$ cat config.mk
export PLATFORM = sky130hd
export DESIGN_NAME = eth_stats_collector
export DESIGN_NICKNAME = d
export VERILOG_FILES = /design/src/hw/eth_stats_pkg.sv /design/src/hw/eth_frame_meter.sv /design/src/hw/eth_stats_adder.sv /design/src/hw/eth_sample_timer.sv /design/src/hw/eth_stats_log.sv /design/src/hw/eth_stats_regs.sv /design/src/hw/eth_stats_collector.sv
export SDC_FILE = /design/constraint.sdc
export NUM_CORES = 2
export LEC_CHECK = 0
export ABC_CLOCK_PERIOD_IN_PS = 25600
export BUFFER_PORTS_ARGS = -buffer_cell sky130_fd_sc_hd__buf_2
export CAP_MARGIN = 20
export CORE_ASPECT_RATIO = 0.9
export CORE_MARGIN = 4
export CORE_UTILIZATION = 50
export DETAILED_ROUTE_END_ITERATION = 10
export PLACE_DENSITY_LB_ADDON = 0.25
export SLEW_MARGIN = 5
export SYNTH_ARGS = -nofsm -noshare
export SYNTH_HDL_FRONTEND = slang
export SYNTH_SLANG_ARGS = --single-unit
$ cat constraint.sdc
create_clock -name clk -period 25.6 [get_ports clk]
set_input_delay 3.84 -clock clk [delete_from_list [all_inputs] [get_ports clk]]
set_output_delay 3.84 -clock clk [all_outputs]
set_load 0.05 [all_outputs]
$ cat src/hw/eth_stats_pkg.sv
package eth_stats_pkg;

	// One observed beat of a MAC stream
	typedef struct packed {
		logic beat;
		logic last;
		logic user;
	} axis_mon_t;

	// Finished frame, length in bytes
	typedef struct packed {
		logic [16:0] length;
		logic        good;
	} frame_rec_t;

	// Totals of one direction
	typedef struct packed {
		logic [63:0] bytes;
		logic [63:0] good;
		logic [63:0] bad;
	} stats_t;

	typedef struct packed {
		logic        wr;
		logic        rd;
		logic [3:0]  addr;
		logic [31:0] wdata;
	} reg_req_t;

	// First word of every log packet
	typedef struct packed {
		logic [15:0] log_id;
		logic [15:0] overflow;
		logic [31:0] reserved;
	} log_hdr_t;

	typedef union packed {
		log_hdr_t    hdr;
		logic [63:0] raw;
	} log_word_u;

	typedef struct packed {
		log_word_u data;
		logic      last;
		logic      valid;
	} log_beat_t;

	localparam int LOG_WORDS = 8;

	// Control register bits
	localparam int CTRL_ENABLE = 0;
	localparam int CTRL_SRST = 1;
	localparam int CTRL_LOG_EN = 2;

	// Register map
	localparam logic [3:0] REG_CTRL = 4'd0;
	localparam logic [3:0] REG_LOG_ID = 4'd1;
	localparam logic [3:0] REG_PERIOD = 4'd2;
	localparam logic [3:0] REG_OVERFLOW = 4'd3;
	localparam logic [3:0] REG_TX_BYTES_LO = 4'd4;
	localparam logic [3:0] REG_TX_BYTES_HI = 4'd5;
	localparam logic [3:0] REG_TX_GOOD_LO = 4'd6;
	localparam logic [3:0] REG_TX_GOOD_HI = 4'd7;
	localparam logic [3:0] REG_TX_BAD_LO = 4'd8;
	localparam logic [3:0] REG_TX_BAD_HI = 4'd9;
	localparam logic [3:0] REG_RX_BYTES_LO = 4'd10;
	localparam logic [3:0] REG_RX_BYTES_HI = 4'd11;
	localparam logic [3:0] REG_RX_GOOD_LO = 4'd12;
	localparam logic [3:0] REG_RX_GOOD_HI = 4'd13;
	localparam logic [3:0] REG_RX_BAD_LO = 4'd14;
	localparam logic [3:0] REG_RX_BAD_HI = 4'd15;

endpackage

$ cat src/hw/eth_frame_meter.sv
`timescale 1ns/10ps

module eth_frame_meter (
	input  logic                   clk,
	input  logic                   rst_n,
	input  logic                   srst,
	input  eth_stats_pkg::axis_mon_t mon,
	output eth_stats_pkg::frame_rec_t rec,
	output logic                   rec_valid
);

	// Beats seen so far in the current frame
	logic [16:0] beat_cnt;
	logic [16:0] cnt_next;
	logic        frame_end;

	// Count including this beat, held at the 17-bit max
	always_comb begin
		if (beat_cnt == '1) begin
			cnt_next = beat_cnt;
		end else begin
			cnt_next = beat_cnt + 17'd1;
		end
	end

	assign frame_end = mon.beat & mon.last;

	always_ff @(posedge clk) begin
		if (!rst_n || srst) begin
			beat_cnt <= '0;
			rec_valid <= 1'b0;
		end else begin
			rec_valid <= frame_end;
			if (mon.beat) begin
				// Restart on the last beat
				if (mon.last) begin
					beat_cnt <= '0;
				end else begin
					beat_cnt <= cnt_next;
				end
			end
		end
	end

	// Frame record, qualified by rec_valid
	always_ff @(posedge clk) begin
		if (frame_end) begin
			rec.length <= cnt_next;
			// user flags an errored frame
			rec.good <= ~mon.user;
		end
	end

endmodule

$ cat src/hw/eth_stats_adder.sv
`timescale 1ns/10ps

module eth_stats_adder (
	input  logic                      clk,
	input  logic                      rst_n,
	input  logic                      srst,
	input  logic                      count_en,
	input  logic                      rec_valid,
	input  eth_stats_pkg::frame_rec_t rec,
	output eth_stats_pkg::stats_t     totals
);

	logic        accept;
	logic [63:0] rec_bytes;

	// Records outside the counting window are dropped
	assign accept = rec_valid & count_en;
	assign rec_bytes = 64'(rec.length);

	always_ff @(posedge clk) begin
		if (!rst_n || srst) begin
			totals <= '0;
		end else if (accept) begin
			totals.bytes <= totals.bytes + rec_bytes;
			if (rec.good) begin
				totals.good <= totals.good + 64'd1;
			end else begin
				totals.bad <= totals.bad + 64'd1;
			end
		end
	end

endmodule

$ cat src/hw/eth_sample_timer.sv
`timescale 1ns/10ps

module eth_sample_timer #(
	parameter int TIMER_WIDTH = 32
) (
	input  logic                   clk,
	input  logic                   rst_n,
	input  logic                   srst,
	input  logic                   run,
	input  logic [TIMER_WIDTH-1:0] sample_period,
	output logic                   trigger
);

	logic [TIMER_WIDTH-1:0] cnt;
	logic [TIMER_WIDTH-1:0] period_m1;

	// A period of 0 behaves like 1
	always_comb begin
		if (sample_period == '0) begin
			period_m1 = '0;
		end else begin
			period_m1 = sample_period - 1'b1;
		end
	end

	always_ff @(posedge clk) begin
		if (!rst_n || srst || !run) begin
			cnt <= '0;
			trigger <= 1'b0;
		end else if (cnt >= period_m1) begin
			// Wrap also catches a period shortened on the fly
			cnt <= '0;
			trigger <= 1'b1;
		end else begin
			cnt <= cnt + 1'b1;
			trigger <= 1'b0;
		end
	end

endmodule

$ cat src/hw/eth_stats_log.sv
`timescale 1ns/10ps

module eth_stats_log (
	input  logic                     clk,
	input  logic                     rst_n,
	input  logic                     srst,
	input  logic                     trigger,
	input  logic                     log_enable,
	input  logic                     log_ready,
	input  logic [15:0]              log_id,
	input  logic [63:0]              current_time,
	input  eth_stats_pkg::stats_t    tx_stats,
	input  eth_stats_pkg::stats_t    rx_stats,
	output eth_stats_pkg::log_beat_t log_out,
	output logic [15:0]              overflow_count
);

	import eth_stats_pkg::*;

	localparam int IDX_W = $clog2(LOG_WORDS);
	localparam logic [IDX_W-1:0] LAST_IDX = IDX_W'(LOG_WORDS - 1);

	// Captured packet, one word per slot
	log_word_u [LOG_WORDS-1:0] snap;

	logic             busy;
	logic [IDX_W-1:0] idx;
	logic             accept;
	logic             xfer;
	logic             word_last;

	assign accept = trigger & log_enable & ~busy;
	assign xfer = busy & log_ready;
	assign word_last = (idx == LAST_IDX);

	always_ff @(posedge clk) begin
		if (!rst_n) begin
			busy <= 1'b0;
			idx <= '0;
		end else if (accept) begin
			busy <= 1'b1;
			idx <= '0;
		end else if (xfer) begin
			if (word_last) begin
				busy <= 1'b0;
				idx <= '0;
			end else begin
				idx <= idx + 1'b1;
			end
		end
	end

	// Snapshot of the header, time and all six totals
	always_ff @(posedge clk) begin
		if (accept) begin
			snap[0].hdr <= '{log_id: log_id, overflow: overflow_count, reserved: 32'd0};
			snap[1].raw <= current_time;
			snap[2].raw <= tx_stats.bytes;
			snap[3].raw <= tx_stats.good;
			snap[4].raw <= tx_stats.bad;
			snap[5].raw <= rx_stats.bytes;
			snap[6].raw <= rx_stats.good;
			snap[7].raw <= rx_stats.bad;
		end
	end

	// Triggers lost to a packet still in flight
	always_ff @(posedge clk) begin
		if (!rst_n || srst) begin
			overflow_count <= '0;
		end else if (trigger && busy && overflow_count != '1) begin
			overflow_count <= overflow_count + 16'd1;
		end
	end

	// Words come straight from the snapshot, so they hold under stall
	always_comb begin
		log_out.data = snap[idx];
		log_out.last = word_last;
		log_out.valid = busy;
	end

endmodule

$ cat src/hw/eth_stats_regs.sv
`timescale 1ns/10ps

module eth_stats_regs #(
	parameter int TIMER_WIDTH = 32
) (
	input  logic                    clk,
	input  logic                    rst_n,
	input  eth_stats_pkg::reg_req_t reg_req,
	output logic [31:0]             reg_rdata,
	output logic                    reg_rvalid,
	output logic                    enable,
	output logic                    srst,
	output logic                    log_enable,
	output logic [15:0]             log_id,
	output logic [TIMER_WIDTH-1:0]  sample_period,
	input  eth_stats_pkg::stats_t   tx_stats,
	input  eth_stats_pkg::stats_t   rx_stats,
	input  logic [15:0]             overflow_count
);

	import eth_stats_pkg::*;

	logic [31:0] rd_mux;

	always_ff @(posedge clk) begin
		if (!rst_n) begin
			enable <= 1'b0;
			srst <= 1'b0;
			log_enable <= 1'b0;
			log_id <= '0;
			sample_period <= '0;
		end else begin
			// srst only lasts one cycle
			srst <= 1'b0;
			if (reg_req.wr) begin
				case (reg_req.addr)
					REG_CTRL: begin
						enable <= reg_req.wdata[CTRL_ENABLE];
						srst <= reg_req.wdata[CTRL_SRST];
						log_enable <= reg_req.wdata[CTRL_LOG_EN];
					end
					REG_LOG_ID: log_id <= reg_req.wdata[15:0];
					REG_PERIOD: sample_period <= reg_req.wdata[TIMER_WIDTH-1:0];
					default: ;
				endcase
			end
		end
	end

	// Read mux, srst always reads back as zero
	always_comb begin
		rd_mux = '0;
		case (reg_req.addr)
			REG_CTRL: begin
				rd_mux[CTRL_ENABLE] = enable;
				rd_mux[CTRL_LOG_EN] = log_enable;
			end
			REG_LOG_ID: rd_mux = 32'(log_id);
			REG_PERIOD: rd_mux = 32'(sample_period);
			REG_OVERFLOW: rd_mux = 32'(overflow_count);
			REG_TX_BYTES_LO: rd_mux = tx_stats.bytes[31:0];
			REG_TX_BYTES_HI: rd_mux = tx_stats.bytes[63:32];
			REG_TX_GOOD_LO: rd_mux = tx_stats.good[31:0];
			REG_TX_GOOD_HI: rd_mux = tx_stats.good[63:32];
			REG_TX_BAD_LO: rd_mux = tx_stats.bad[31:0];
			REG_TX_BAD_HI: rd_mux = tx_stats.bad[63:32];
			REG_RX_BYTES_LO: rd_mux = rx_stats.bytes[31:0];
			REG_RX_BYTES_HI: rd_mux = rx_stats.bytes[63:32];
			REG_RX_GOOD_LO: rd_mux = rx_stats.good[31:0];
			REG_RX_GOOD_HI: rd_mux = rx_stats.good[63:32];
			REG_RX_BAD_LO: rd_mux = rx_stats.bad[31:0];
			REG_RX_BAD_HI: rd_mux = rx_stats.bad[63:32];
			default: rd_mux = '0;
		endcase
	end

	always_ff @(posedge clk) begin
		if (!rst_n) begin
			reg_rvalid <= 1'b0;
		end else begin
			reg_rvalid <= reg_req.rd;
		end
	end

	always_ff @(posedge clk) begin
		if (reg_req.rd) begin
			reg_rdata <= rd_mux;
		end
	end

endmodule

$ cat src/hw/eth_stats_collector.sv
`timescale 1ns/10ps

module eth_stats_collector #(
	parameter int TIMER_WIDTH = 32
) (
	input  logic                     clk,
	input  logic                     rst_n,
	input  logic [63:0]              current_time,
	input  logic                     time_running,
	input  eth_stats_pkg::reg_req_t  reg_req,
	output logic [31:0]              reg_rdata,
	output logic                     reg_rvalid,
	input  eth_stats_pkg::axis_mon_t tx_mon,
	input  eth_stats_pkg::axis_mon_t rx_mon,
	output eth_stats_pkg::log_beat_t log_out,
	input  logic                     log_ready
);

	import eth_stats_pkg::*;

	logic                   enable;
	logic                   srst;
	logic                   log_enable;
	logic [15:0]            log_id;
	logic [TIMER_WIDTH-1:0] sample_period;
	logic [15:0]            overflow_count;
	logic                   count_en;
	logic                   trigger;

	frame_rec_t tx_rec;
	frame_rec_t rx_rec;
	logic       tx_rec_valid;
	logic       rx_rec_valid;
	stats_t     tx_stats;
	stats_t     rx_stats;

	// Counting window
	assign count_en = enable & time_running;

	eth_frame_meter u_tx_meter (
		.clk       (clk),
		.rst_n     (rst_n),
		.srst      (srst),
		.mon       (tx_mon),
		.rec       (tx_rec),
		.rec_valid (tx_rec_valid)
	);

	eth_stats_adder u_tx_adder (
		.clk       (clk),
		.rst_n     (rst_n),
		.srst      (srst),
		.count_en  (count_en),
		.rec_valid (tx_rec_valid),
		.rec       (tx_rec),
		.totals    (tx_stats)
	);

	eth_frame_meter u_rx_meter (
		.clk       (clk),
		.rst_n     (rst_n),
		.srst      (srst),
		.mon       (rx_mon),
		.rec       (rx_rec),
		.rec_valid (rx_rec_valid)
	);

	eth_stats_adder u_rx_adder (
		.clk       (clk),
		.rst_n     (rst_n),
		.srst      (srst),
		.count_en  (count_en),
		.rec_valid (rx_rec_valid),
		.rec       (rx_rec),
		.totals    (rx_stats)
	);

	eth_sample_timer #(
		.TIMER_WIDTH (TIMER_WIDTH)
	) u_timer (
		.clk           (clk),
		.rst_n         (rst_n),
		.srst          (srst),
		.run           (count_en),
		.sample_period (sample_period),
		.trigger       (trigger)
	);

	eth_stats_log u_log (
		.clk            (clk),
		.rst_n          (rst_n),
		.srst           (srst),
		.trigger        (trigger),
		.log_enable     (log_enable),
		.log_ready      (log_ready),
		.log_id         (log_id),
		.current_time   (current_time),
		.tx_stats       (tx_stats),
		.rx_stats       (rx_stats),
		.log_out        (log_out),
		.overflow_count (overflow_count)
	);

	eth_stats_regs #(
		.TIMER_WIDTH (TIMER_WIDTH)
	) u_regs (
		.clk            (clk),
		.rst_n          (rst_n),
		.reg_req        (reg_req),
		.reg_rdata      (reg_rdata),
		.reg_rvalid     (reg_rvalid),
		.enable         (enable),
		.srst           (srst),
		.log_enable     (log_enable),
		.log_id         (log_id),
		.sample_period  (sample_period),
		.tx_stats       (tx_stats),
		.rx_stats       (rx_stats),
		.overflow_count (overflow_count)
	);

endmodule

==> impl_results.md <==
* # port buffers at 210
* Core Region at 0.0966 mm²
* Vias in the first global route at 34,700
* Worst-Margin Slew at 1.40 ns
* VDD IR max at 0.0000505 V
* Seq pwr share at 0.507
* Placed inst area at 0.0512 mm²
* Multi-input logic area at 0.0209 mm²
* Hpwl dp at 137,000 µm
* DRT Pass-1 Iters at 11
* Number of synthesized flops with an enable pin at 548
* Clk root buf: clkbuf_16
* Violated checks: design-rule violations
* Ys async rst share at 0
* Setup Total Neg Slack at 0 ns
* Die W at 337 µm
* Synth top area cells: edfxtp_1, dfxtp_1, mux4_2
* Synth top area share at 0.337
* Num ports at 211
* Kind of cell adding the most delay to the critical path: buffers and inverters
* Mapped Nets at 4,601
* GRT Resource Usage Total at 0.349
* Htree depth at 3
* Die ar. at 0.103 mm²
* Commonest non-fill, non-tap cell in the layout: edfxtp_1
* Hold Startpoint: u_timer.cnt[0]
* Vias at 38,600
* Critical Path End Type: output port
* CTS sink cnt at 1,073
* Nature of the critical path startpoint: flip-flop
* Part of the cycle the worst path needs at 0.287
* Endpoints failing hold at 0
* Routed wire length at 183,000 µm
* Drt via density at 6.49
* Worst EP required at 21.76 ns
* Final setup vio count at 0
* Mean area per synthesized cell at 11.1 µm²
* Largest net degree at the start of global routing at 204
* Layout cells sized above 1 at 0.144
* Synth Instances at 4,409
* Final hold slack at 0.471 ns
* TritonCTS buffer count at 110
* Fin area at 0.0549 mm²
* DR iter-0 viols at 5,659
* Remaining antenna violation count after routing at 0
* CP max-delay cell: buf_4
* Most frequent cells in the layout: edfxtp_1, dfxtp_1, nor2_1, nand2_1, xor2_1
* # DRC at 2
* Count of cell types in the netlist at 90
* Initial Utilization at 0.505
* Leak at 19.4 nW
* CP max stage delay at 0.83 ns
* Power Internal at 0.00278 W
* Power Dens Cells at 64.7 mW/mm²
* Synth Flop Type: edfxtp_1
* Worst slack, placed at 18.77 ns
* Placer Congestion at 1.10
* Syn Std Cell Area at 0.0488 mm²
* Comb pwr share at 0.030
* Sequential cell area at 0.0270 mm²
* Global-route wire length before repair at 257,000 µm
* Routed len/inst at 30.8 µm
* Total gr overflow at 0
* Slew HR at 0.0667
* Max-cap viol count at 0
* CP startpoint: u_log.idx[0]
* Highest clock rate at 136 MHz
* CP max FO at 59
* R2R Path Start: u_regs.sample_period[2]
* # nets final at 4,764
* Max Buffers Root-to-Sink at 3
* Clock transition at path regs at 0.06 ns
* Synth area leader: edfxtp_1
* Syn-to-layout area delta at 12.5%
* Sw Share at 0.219
* Skew-Pair Late Insertion Delay at 0.72 ns
* Synth Register Bits at 1,073
* Status: finished, violations left
* Total chip power at 0.00356 W
* Site Rows at 108
* RSZ-0062 raised after global routing: false
* Post-CTS setup buffers at 0
* CTS hold repair buffers at 0
* Kind of critical path: flip-flop to output port
* TritonCTS clock tree: built
* Initial antenna violation count at 24
* Minimum clock period at 7.35 ns
* Critical Path AT at 3.51 ns
* Worst hold-check path type: flip-flop to flip-flop
* CP Cell Sequence: buf_4 > mux4_2 > nand2_1 > o21ai_0 > buf_2
* Final WS setup at 18.25 ns
* Post-CTS resize count at 0
* Pins Over Slew Limit at 0
* Clock skew at 0.0411 ns
* Worst path bufs/invs at 2
* YS warnings at 0
* Die height at 304 µm
* Post-synthesis sequential area ratio at 0.552
* Net load switching power at 0.000779 W
* Clock power frac at 0.463
* FILL cells at 8,129
[registers in the layout, indices dropped and copies added, names as in the netlist, 3 cells and up]
register / count
u_rx_meter.rec: 18
u_log.idx: 3
u_log.overflow_count: 16
u_rx_adder.totals: 192
u_tx_adder.totals: 192
u_regs.reg_rdata: 32
u_regs.sample_period: 32
u_rx_meter.beat_cnt: 17
u_log.snap: 480
u_regs.log_id: 16
u_timer.cnt: 32
u_tx_meter.rec: 18
u_tx_meter.beat_cnt: 17
[power groups by stage]
stage | Clock [W] | Sequential, W | Combinational (W)
final | 0.00165 | 0.00180 | 0.000107
after global routing | 0.00174 | 0.00180 | 0.000117
after CTS | 0.00166 | 0.00180 | 0.000106
after detailed placement | 0 | 0.00184 | 0.000105
after global placement | 0 | 0.00184 | 0.000104
after floorplan | 0 | 0.00184 | 0.0000611
[stage by stage]
step                instances   util
floorplan                4409      -
global placement         5722  0.529
detailed placement       5723  0.530
CTS                      5932  0.568
global route             5935  0.568
finish                   5946  0.569
[synthesized netlist by cell type (50+ instances only)]
| cell | count |
|---|---|
| or3_1 | 79 |
| and4_1 | 53 |
| mux2_2 | 65 |
| nand2_1 | 433 |
| nor2_1 | 458 |
| a21boi_0 | 50 |
| nand4_1 | 110 |
| clkbuf_1 | 182 |
| edfxtp_1 | 548 |
| dfxtp_1 | 525 |
| and3_1 | 97 |
| a21oi_1 | 167 |
| o21ai_0 | 147 |
| inv_1 | 68 |
| nor3_1 | 77 |
| ha_1 | 78 |
| xnor2_1 | 182 |
| mux4_2 | 96 |
| a22oi_1 | 132 |
| xor2_1 | 221 |
| nand3_1 | 189 |
[logic make-up (layout without fill, tap and decap cells)]
| kind of cell | after synthesis | after routing | synth area share |
|---|---|---|---|
| AOI/OAI and AO/OA | 741 | 741 | 0.103 |
| adders and majority gates | 80 | 80 | 0.0208 |
| DFF | 1073 | 1073 | 0.552 |
| muxes | 168 | 168 | 0.0607 |
| and+or+nand+nor | 1658 | 1658 | 0.168 |
| buffers and inverters | 286 | 546 | 0.0225 |
| xor gates and xnor gates | 403 | 403 | 0.0723 |
| other | 0 | 12 | 0 |
[path summary, 6_finish.rpt]
kind,depth (start not counted),slack (ns),to
setup / recovery,5,18.25,log_out[12]
hold / removal,1,0.47,u_timer.cnt[0]
setup reg to reg,15,20.80,u_timer.cnt[26]
hold reg to reg,1,0.47,u_timer.cnt[0]
[per-layer routing]
metal  up-vias  global-route usage  share of wire
li1      16700                   -              -
met1     18700               0.484           0.39
met2      2603               0.479           0.40
met3       534               0.109           0.13
met4        12               0.206          0.077
met5         -                   0        0.00046
[final cells by class]
type,count,area share
sequential,1073,0.491
multi-input combinational,3050,0.380
clock buffer,149,0.0575
tap,1265,0.0288
timing repair buffer,268,0.0276
clock inverter,60,0.0102
inverter,69,0.00471
antenna,12,0.000547
[worst reg2reg max path: stages, from the launching register on]
cell and delay [ns]:
dfxtp_1 0.51, nor3_1 0.59, nand3_1 0.41, nor2_1 0.29
and2_0 0.36, nand2b_1 0.11, xnor2_1 0.14, nand2_1 0.07
ha_1 0.29, and4_1 0.21, nand4_1 0.18, nor4_1 0.35
a21oi_1 0.15, o21ai_2 0.57, buf_4 0.36, nor2_1 0.09
No activity file was read; power rests on OpenSTA's default activity.
